**src/logic/cam_pkg.sv**
```systemverilog
// ============================================================
// Camera side types and frame buffer sizing
// Pixel port is 4 bits wide and synchronous to clk
// Buffer holds FB_DEPTH bytes, later bytes of a frame are lost
// ============================================================
package cam_pkg;

    typedef logic [3:0] nibble_t;     // One pixel port sample
    typedef logic [7:0] pixel_t;      // Packed byte, first nibble high

    localparam int FB_DEPTH = 256;    // Buffer capacity in bytes

    typedef logic [7:0] fb_addr_t;    // Buffer address
    typedef logic [8:0] fb_count_t;   // Byte count, holds FB_DEPTH itself

    // Controller FSM
    typedef enum logic [2:0] {
        S_IDLE,       // Wait for a host command
        S_ARMED,      // Wait for the next start of frame
        S_CAPTURE,    // Store bytes until end of frame
        S_READ,       // Select a buffer read
        S_WAIT_ACK,   // Request raised, wait for transmitter ack
        S_WAIT_DROP   // Request dropped, wait for ack low
    } ctrl_state_t;

endpackage

```
**src/logic/uart_pkg.sv**
```systemverilog
// ============================================================
// UART timing and types, 8N1 only
// CLKS_PER_BIT is fixed here and shared by both directions
// ============================================================
package uart_pkg;

    localparam int CLKS_PER_BIT = 8;  // clk cycles per bit

    typedef logic [7:0] uart_byte_t;
    typedef logic [$clog2(CLKS_PER_BIT+1)-1:0] bit_cnt_t;  // Cycle count inside a bit

    typedef enum logic [1:0] {
        RX_IDLE, RX_START, RX_DATA, RX_STOP
    } rx_state_t;

    typedef enum logic [1:0] {
        TX_IDLE, TX_START, TX_DATA, TX_STOP
    } tx_state_t;

endpackage

```
**src/logic/cam_uart_top.sv**
```systemverilog
// ============================================================
// Camera frame grab over UART, single clock domain
// Any host byte captures the next frame and sends it back
// Up to FB_DEPTH bytes per frame are returned
// ============================================================
`timescale 1ns/1ns

module cam_uart_top import cam_pkg::*; import uart_pkg::*; (
    input  logic    clk,
    input  logic    rst,
    input  logic    i_px_fv,
    input  logic    i_px_lv,
    input  nibble_t i_pxd,
    input  logic    i_uart_rx,
    output logic    o_uart_tx,
    output logic    o_sensor_trig
);

    pixel_t     px_byte;
    logic       px_byte_valid, px_sof, px_eof;
    logic       fb_cs, fb_we;
    fb_addr_t   fb_addr;
    pixel_t     fb_wdata, fb_rdata;
    logic       rx_valid;
    logic       tx_req, tx_ack;
    uart_byte_t tx_data;

    pixel_capture u_pixel_capture (
        .clk(clk), .rst(rst),
        .i_px_fv(i_px_fv), .i_px_lv(i_px_lv), .i_pxd(i_pxd),
        .o_byte(px_byte), .o_byte_valid(px_byte_valid),
        .o_sof(px_sof), .o_eof(px_eof)
    );

    frame_buffer u_frame_buffer (
        .clk(clk), .i_cs(fb_cs), .i_we(fb_we), .i_addr(fb_addr),
        .i_wdata(fb_wdata), .o_rdata(fb_rdata)
    );

    frame_ctrl u_frame_ctrl (
        .clk(clk), .rst(rst),
        .i_rx_valid(rx_valid), .i_sof(px_sof), .i_eof(px_eof),
        .i_byte_valid(px_byte_valid), .i_byte(px_byte),
        .i_fb_rdata(fb_rdata), .i_tx_ack(tx_ack),
        .o_fb_cs(fb_cs), .o_fb_we(fb_we), .o_fb_addr(fb_addr), .o_fb_wdata(fb_wdata),
        .o_tx_req(tx_req), .o_tx_data(tx_data), .o_sensor_trig(o_sensor_trig)
    );

    // Command content is not decoded
    uart_rx u_uart_rx (
        .clk(clk), .rst(rst), .i_rxd(i_uart_rx),
        .o_rx_valid(rx_valid), .o_rx_data()
    );

    uart_tx u_uart_tx (
        .clk(clk), .rst(rst), .i_tx_req(tx_req), .i_tx_data(tx_data),
        .o_tx_ack(tx_ack), .o_txd(o_uart_tx)
    );

endmodule

```
**src/logic/frame_buffer.sv**
```systemverilog
// ============================================================
// Single port byte RAM, FB_DEPTH deep
// Read data is registered, valid the cycle after a read select
// Read data holds until the next read select
// ============================================================
`timescale 1ns/1ns

module frame_buffer import cam_pkg::*; (
    input  logic     clk,
    input  logic     i_cs,     // Select, read when i_we is low
    input  logic     i_we,
    input  fb_addr_t i_addr,
    input  pixel_t   i_wdata,
    output pixel_t   o_rdata
);

    pixel_t mem [FB_DEPTH];

    always_ff @(posedge clk) begin
        if (i_cs) begin
            if (i_we)
                mem[i_addr] <= i_wdata;
            else
                o_rdata <= mem[i_addr];        // One cycle read latency
        end
    end

    // Controller must qualify every write with a select
    a_we_needs_cs: assert property (@(posedge clk) i_we |-> i_cs)
        else $error("frame_buffer write without chip select");

endmodule

```
**src/logic/frame_ctrl.sv**
```systemverilog
// ============================================================
// Command, capture and readout controller
// Any received byte is a command, ignored unless idle
// Capture waits for a start of frame after the command
// Readout uses a four-phase req/ack handshake to the UART
// ============================================================
`timescale 1ns/1ns

module frame_ctrl import cam_pkg::*; import uart_pkg::*; (
    input  logic       clk,
    input  logic       rst,
    input  logic       i_rx_valid,     // Host command strobe
    input  logic       i_sof,
    input  logic       i_eof,
    input  logic       i_byte_valid,
    input  pixel_t     i_byte,
    input  pixel_t     i_fb_rdata,
    input  logic       i_tx_ack,
    output logic       o_fb_cs,
    output logic       o_fb_we,
    output fb_addr_t   o_fb_addr,
    output pixel_t     o_fb_wdata,
    output logic       o_tx_req,
    output uart_byte_t o_tx_data,
    output logic       o_sensor_trig
);

    ctrl_state_t state;
    fb_addr_t    addr;     // Write, then read pointer
    fb_count_t   count;    // Up during capture, down during readout

    // Buffer port, writes stop once full
    assign o_fb_we    = (state == S_CAPTURE) && i_byte_valid && (count < fb_count_t'(FB_DEPTH));
    assign o_fb_cs    = o_fb_we || (state == S_READ);
    assign o_fb_addr  = addr;
    assign o_fb_wdata = i_byte;
    assign o_tx_data  = i_fb_rdata;    // Held, no select during handshake

    // ============================================================
    // Controller FSM
    // ============================================================
    always_ff @(posedge clk) begin
        if (rst) begin
            state         <= S_IDLE;
            addr          <= '0;
            count         <= '0;
            o_tx_req      <= 1'b0;
            o_sensor_trig <= 1'b0;
        end else begin
            case (state)
                S_IDLE: begin
                    addr  <= '0;
                    count <= '0;
                    if (i_rx_valid) begin
                        state         <= S_ARMED;
                        o_sensor_trig <= 1'b1;   // Kick the sensor
                    end
                end
                S_ARMED: if (i_sof) state <= S_CAPTURE;
                S_CAPTURE: begin
                    if (i_eof) begin
                        addr          <= '0;     // Read back from the start
                        o_sensor_trig <= 1'b0;
                        state         <= (count == '0) ? S_IDLE : S_READ;
                    end else begin
                        if (i_byte_valid)
                            o_sensor_trig <= 1'b0;   // First byte arrived
                        if (o_fb_we) begin
                            addr  <= addr + 1'b1;
                            count <= count + 1'b1;
                        end
                    end
                end
                S_READ: state <= S_WAIT_ACK;     // Read select this cycle
                S_WAIT_ACK: begin
                    if (!o_tx_req) begin
                        o_tx_req <= 1'b1;        // Read data valid now
                    end else if (i_tx_ack) begin
                        o_tx_req <= 1'b0;
                        state    <= S_WAIT_DROP;
                    end
                end
                S_WAIT_DROP: begin
                    if (!i_tx_ack) begin
                        count <= count - 1'b1;
                        addr  <= addr + 1'b1;
                        state <= (count == fb_count_t'(1)) ? S_IDLE : S_READ;
                    end
                end
                default: state <= S_IDLE;
            endcase
        end
    end

    // Handshake rules toward uart_tx
    a_req_held: assert property (@(posedge clk) disable iff (rst)
        o_tx_req && !i_tx_ack |=> o_tx_req)
        else $error("tx req dropped before ack");
    a_data_stable: assert property (@(posedge clk) disable iff (rst)
        o_tx_req && $past(o_tx_req) |-> $stable(o_tx_data))
        else $error("tx data changed while req high");

endmodule

```
**src/logic/pixel_capture.sv**
```systemverilog
// ============================================================
// Packs nibble pairs into bytes and marks frame boundaries
// Pixel port must be synchronous to clk
// An odd nibble left at the end of a line is discarded
// Outputs are registered, one cycle after the sampling edge
// ============================================================
`timescale 1ns/1ns

module pixel_capture import cam_pkg::*; (
    input  logic    clk,
    input  logic    rst,
    input  logic    i_px_fv,       // Frame valid
    input  logic    i_px_lv,       // Line valid
    input  nibble_t i_pxd,
    output pixel_t  o_byte,
    output logic    o_byte_valid,  // One cycle strobe per byte
    output logic    o_sof,         // Rising frame valid
    output logic    o_eof          // Falling frame valid
);

    logic    fv_q;      // Frame valid, last sample
    logic    phase;     // High when the next nibble is the low half
    nibble_t hi_nib;    // First nibble of the pair

    // ============================================================
    // Nibble pairing
    // ============================================================
    always_ff @(posedge clk) begin
        if (rst) begin
            phase        <= 1'b0;
            o_byte_valid <= 1'b0;
        end else begin
            o_byte_valid <= 1'b0;
            if (!i_px_lv) begin
                phase <= 1'b0;                 // Drops any odd trailing nibble
            end else if (!phase) begin
                phase <= 1'b1;
            end else begin
                phase        <= 1'b0;
                o_byte_valid <= 1'b1;          // Second nibble of the pair
            end
        end
    end

    // Payload registers
    always_ff @(posedge clk) begin
        if (i_px_lv && !phase)
            hi_nib <= i_pxd;
        if (i_px_lv && phase)
            o_byte <= {hi_nib, i_pxd};         // First nibble goes high
    end

    // ============================================================
    // Frame edges
    // ============================================================
    always_ff @(posedge clk) begin
        if (rst) begin
            fv_q  <= 1'b0;
            o_sof <= 1'b0;
            o_eof <= 1'b0;
        end else begin
            fv_q  <= i_px_fv;
            o_sof <= i_px_fv & ~fv_q;          // Rising edge
            o_eof <= ~i_px_fv & fv_q;          // Falling edge
        end
    end

endmodule

```
**src/logic/uart_rx.sv**
```systemverilog
// ============================================================
// 8N1 UART receiver
// Line passes a two-flop synchronizer first
// Bits are sampled at mid-bit, LSB first
// Bytes with a bad start or stop bit are dropped silently
// ============================================================
`timescale 1ns/1ns

module uart_rx import uart_pkg::*; (
    input  logic       clk,
    input  logic       rst,
    input  logic       i_rxd,
    output logic       o_rx_valid,     // One cycle strobe
    output uart_byte_t o_rx_data
);

    localparam bit_cnt_t HALF_BIT = bit_cnt_t'(CLKS_PER_BIT/2 - 1);
    localparam bit_cnt_t FULL_BIT = bit_cnt_t'(CLKS_PER_BIT - 1);

    rx_state_t  state;
    bit_cnt_t   cnt;        // Cycles inside the current bit
    logic [2:0] bit_idx;    // Data bit number
    logic       rxd_meta;
    logic       rxd_sync;

    always_ff @(posedge clk) begin
        if (rst) begin
            rxd_meta   <= 1'b1;   // Line idles high
            rxd_sync   <= 1'b1;
            state      <= RX_IDLE;
            cnt        <= '0;
            bit_idx    <= '0;
            o_rx_valid <= 1'b0;
        end else begin
            rxd_meta   <= i_rxd;
            rxd_sync   <= rxd_meta;
            o_rx_valid <= 1'b0;
            cnt        <= cnt + 1'b1;
            case (state)
                RX_IDLE: begin
                    cnt <= '0;
                    if (!rxd_sync) state <= RX_START;   // Start edge
                end
                RX_START: if (cnt == HALF_BIT) begin
                    cnt     <= '0;
                    bit_idx <= '0;
                    state   <= rxd_sync ? RX_IDLE : RX_DATA;  // Glitch check
                end
                RX_DATA: if (cnt == FULL_BIT) begin
                    cnt       <= '0;
                    bit_idx   <= bit_idx + 1'b1;
                    o_rx_data <= {rxd_sync, o_rx_data[7:1]};  // LSB first
                    if (bit_idx == 3'd7) state <= RX_STOP;
                end
                RX_STOP: if (cnt == FULL_BIT) begin
                    o_rx_valid <= rxd_sync;        // Framing error drops it
                    state      <= RX_IDLE;
                end
                default: state <= RX_IDLE;
            endcase
        end
    end

endmodule

```
**src/logic/uart_tx.sv**
```systemverilog
// ============================================================
// 8N1 UART transmitter, four-phase req/ack slave
// A byte is taken only when idle and with ack low
// Start bit begins on the cycle ack rises
// ============================================================
`timescale 1ns/1ns

module uart_tx import uart_pkg::*; (
    input  logic       clk,
    input  logic       rst,
    input  logic       i_tx_req,
    input  uart_byte_t i_tx_data,
    output logic       o_tx_ack,
    output logic       o_txd
);

    localparam bit_cnt_t FULL_BIT = bit_cnt_t'(CLKS_PER_BIT - 1);

    tx_state_t  state;
    bit_cnt_t   cnt;
    logic [2:0] bit_idx;
    uart_byte_t shreg;      // Bits still to send, LSB next

    always_ff @(posedge clk) begin
        if (rst) begin
            state    <= TX_IDLE;
            cnt      <= '0;
            bit_idx  <= '0;
            o_tx_ack <= 1'b0;
            o_txd    <= 1'b1;
        end else begin
            cnt <= cnt + 1'b1;
            if (o_tx_ack && !i_tx_req)
                o_tx_ack <= 1'b0;                 // Return to zero phase
            case (state)
                TX_IDLE: begin
                    cnt <= '0;
                    if (i_tx_req && !o_tx_ack) begin
                        shreg    <= i_tx_data;
                        o_tx_ack <= 1'b1;
                        o_txd    <= 1'b0;         // Start bit
                        state    <= TX_START;
                    end
                end
                TX_START: if (cnt == FULL_BIT) begin
                    cnt     <= '0;
                    bit_idx <= '0;
                    o_txd   <= shreg[0];
                    state   <= TX_DATA;
                end
                TX_DATA: if (cnt == FULL_BIT) begin
                    cnt     <= '0;
                    bit_idx <= bit_idx + 1'b1;
                    shreg   <= shreg >> 1;
                    if (bit_idx == 3'd7) begin
                        o_txd <= 1'b1;            // Stop bit
                        state <= TX_STOP;
                    end else begin
                        o_txd <= shreg[1];
                    end
                end
                TX_STOP: if (cnt == FULL_BIT) state <= TX_IDLE;
                default: state <= TX_IDLE;
            endcase
        end
    end

    // Ack only answers a live request
    a_ack_on_req: assert property (@(posedge clk) disable iff (rst)
        $rose(o_tx_ack) |-> $past(i_tx_req))
        else $error("tx ack raised without req");

endmodule

```
**config.mk**
```make
export PLATFORM = sky130hd
export DESIGN_NAME = cam_uart_top
export DESIGN_NICKNAME = d
export VERILOG_FILES = /design/src/logic/cam_pkg.sv /design/src/logic/uart_pkg.sv /design/src/logic/cam_uart_top.sv /design/src/logic/frame_buffer.sv /design/src/logic/frame_ctrl.sv /design/src/logic/pixel_capture.sv /design/src/logic/uart_rx.sv /design/src/logic/uart_tx.sv
export SDC_FILE = /design/constraint.sdc
export NUM_CORES = 2
export LEC_CHECK = 0
export ABC_AREA = 0
export BUFFER_PORTS_ARGS = -buffer_cell sky130_fd_sc_hd__buf_2
export CORE_MARGIN = 3
export CORE_UTILIZATION = 45
export DETAILED_ROUTE_END_ITERATION = 8
export PLACE_DENSITY = 0.63
export SLEW_MARGIN = 20
export SYNTH_ARGS = -nofsm -noshare
export SYNTH_HDL_FRONTEND = slang
export SYNTH_SLANG_ARGS = --single-unit
```
**constraint.sdc**
```tcl
create_clock -name clk -period 4.9 [get_ports clk]
set_input_delay 0.98 -clock clk [delete_from_list [all_inputs] [get_ports clk]]
set_output_delay 0.98 -clock clk [all_outputs]
set_load 0.03 [all_outputs]
```
==> qor.csv <==
metric;value;unit
CP Cell Sequence;buf_12 -> buf_12 -> buf_4 -> mux4_2 -> a22oi_1 -> a21oi_1 -> o41ai_1 -> buf_4 -> nand4_1;
post-layout minimum cycle time;4366;ps
total power draw;35.82;mW
Mapped Area;81830;um2
top post-synthesis cells by area;edfxtp_1, mux4_2, a22oi_1;
leakage;27.91;nW
internal reg-to-reg setup slack;530;ps
post-synth cell types;60;
Final period util;89.11;%
Core Box Area;179600;um2
status;finished, final reports clean;
PwrDens;386.5;nW/um2
Clk pin slew, worst setup/hold paths;60;ps
dominant cell type by area after synthesis;edfxtp_1;
nets@finish;4134;
I/O pins;11;
post-DR wirelength/cell;29.10;um
crit path kind;register to register;
maximum level of the CTS H-tree;4;
max cap viols;0;
critical path's slowest cell;o41ai_1;
WP data required;5450;ps
IO buf count;10;
Total Wirelength;192.9;mm
Routed Antenna Nets;0;
CP Capture Type;register;
Final Wtd Congestion;0.7723;
largest net degree at the start of global routing;190;
initial antenna violation count;5;
DRT Pass-1 Iters;6;
CTS tree;done;
Ys Warns;0;
Worst Hold Class;primary input to register;
starting density of the core;45.57;%
Met3 Wirelength;15.94;mm
Top Metal Used;met5;
RSZ-0062 raised after global routing;no;
GRT Total Usage;20.76;%
Post-synth EDFFs;2076;
CP arrival;4920;ps
Die Y;432.4;um
crit-path max FO;41;
maximum clock rate;229.0;MHz
post-CTS sizing;0;
setup tns final;0;ps
drc violations;0;
Mapped Cells;3892;
Max Slew Vio Count;0;
critical path's largest stage delay;880;ps
slew at the pin closest to its max-slew limit;1181;ps
ys async rst share;0;%
count of final hold-check violations;0;
Die ar.;187000;um2
Post-DP HPWL;110.7;mm
sequential element share of the synthesized area;77.40;%
routed wl met2;91.13;mm
Startpoint Class;register;
Synth Net Count;3925;
global-route wire length before repair;282.9;mm
worst skew pair latency;830;ps
M1 wire length;81.21;mm
std cell rows;155;
Yosys reg bits;2126;
WP buf/inv;4;
Area growth syn-to-layout;13.24;%
clk buf depth;3;
final setup vio count;0;
DRT iter0 DRCs;4997;
Vias/cell;6.048;
clk sinks;2126;
syn avg cell area;21.03;um2
Peak supply drop;0.0004217;V
ys flop type;edfxtp_1;
CP top delay family;buffers and inverters;
vias in the first global route;40340;
Root Driver;clkbuf_16;
setup repair bufs after CTS;0;
Rel. slew slack;21.01;%
vias post-DR;40090;
Setup Skew;34.57;ps
Yosys top cell area share;76.18;%
Inserted Clock Buffers;208;
Die Width;432.4;um
grt ovf;0;
DP Area;86040;um2
fraction of layout instances using a drive strength above 1;25.70;%
final instance area;92670;um2
CTS Hold Bufs;0;
[placed cells by master (no fill, tap or decap), drive strengths merged, types with 13 or more instances in the layout]
cell,instances
edfxtp,2076
mux4,512
nor2,299
a22oi,257
clkbuf,253
buf,243
a21oi,159
clkinv,98
dfxtp,50
nand2,47
o41ai,32
ha,24
o21ai,23
inv,22
bufinv,17
nor2b,17
nand4,13
[layout make-up]
cell class / count / area [um2]
tap: 2355 / 2947
clock buffer: 253 / 5459
clock inverter: 129 / 1130
sequential: 2126 / 63350
antenna: 1 / 2.502
multi-input combinational: 1508 / 17550
timing repair buffer: 243 / 2180
inverter: 14 / 52.55
fill: 13880 / 86920
[worst register-to-register path: stages, from the launching register on]
cell,delay (ps)
dfxtp_4,860
buf_12,460
buf_12,320
buf_4,310
mux4_2,570
a22oi_1,260
a21oi_1,120
o41ai_1,880
buf_4,250
nand4_1,90
[logic make-up after synthesis]
logic type	Yosys count	share of synthesized area, %
mux	524	14.25
xor+xnor	6	0.06422
flops	2126	77.40
fa+ha+maj	24	0.3670
buf+inv	258	1.379
compound gates	511	4.196
simple gates	443	2.341
[flip-flops by register name (all words and copies together), names as in the netlist, 8 cells and up, named ones only]
signal / count
u_uart_tx.shreg: 8
u_frame_buffer.mem: 2048
u_pixel_capture.o_byte: 8
u_frame_ctrl.count: 9
u_frame_ctrl.o_fb_addr: 8
u_frame_buffer.o_rdata: 8
[cells in the mapped netlist (all sizes together), types with 10 or more instances]
master  number
edfxtp    2076
mux4       512
nor2       299
a22oi      257
a21oi      159
clkbuf     156
buf         88
dfxtp       50
nand2       47
o41ai       32
ha          24
o21ai       23
nor2b       17
inv         14
nand4       13
nor3        11
nand3       10
[where the power goes]
part           total [mW]  switching (mW)  internal [mW]  leakage, nW
Combinational       0.491           0.352          0.140         5.62
Sequential           19.9          0.0437           19.8         19.1
Clock                15.5            6.66           8.80         3.23
Total                35.8            7.06           28.8         27.9
[stage by stage]
stage	setup WS, ps	cells	utilization (%)	hold slack [ps]
6_report	533.7	6629	51.60	352.7
5_1_grt	382.4	6629	51.60	311.8
4_1_cts	632.0	6627	51.58	285.8
3_5_place_dp	638.0	6245	47.91	405.6
3_3_place_gp	78.70	6241	47.86	392.6
2_1_floorplan	854.3	3892	-	383.5
[path summary, 6_finish.rpt]
check	from	depth (start not counted)	end
min	i_px_fv	2	u_pixel_capture.o_eof$_SDFF_PP0_
max reg2reg	u_frame_ctrl.o_fb_addr[0]$_SDFFE_PP0P_	9	u_frame_buffer.o_rdata[2]$_DFFE_PP_
min reg2reg	u_uart_rx.rxd_meta$_SDFF_PP1_	1	u_uart_rx.rxd_sync$_SDFF_PP1_
max	u_frame_ctrl.o_fb_addr[0]$_SDFFE_PP0P_	9	u_frame_buffer.o_rdata[2]$_DFFE_PP_
[per-layer routing]
layer	global-route usage [%]	up-vias
met5	0	-
met4	5.498	2
met3	4.033	273
met2	31.87	1682
met1	30.73	21380
li1	-	16750
(Power assumes the default switching activity.)
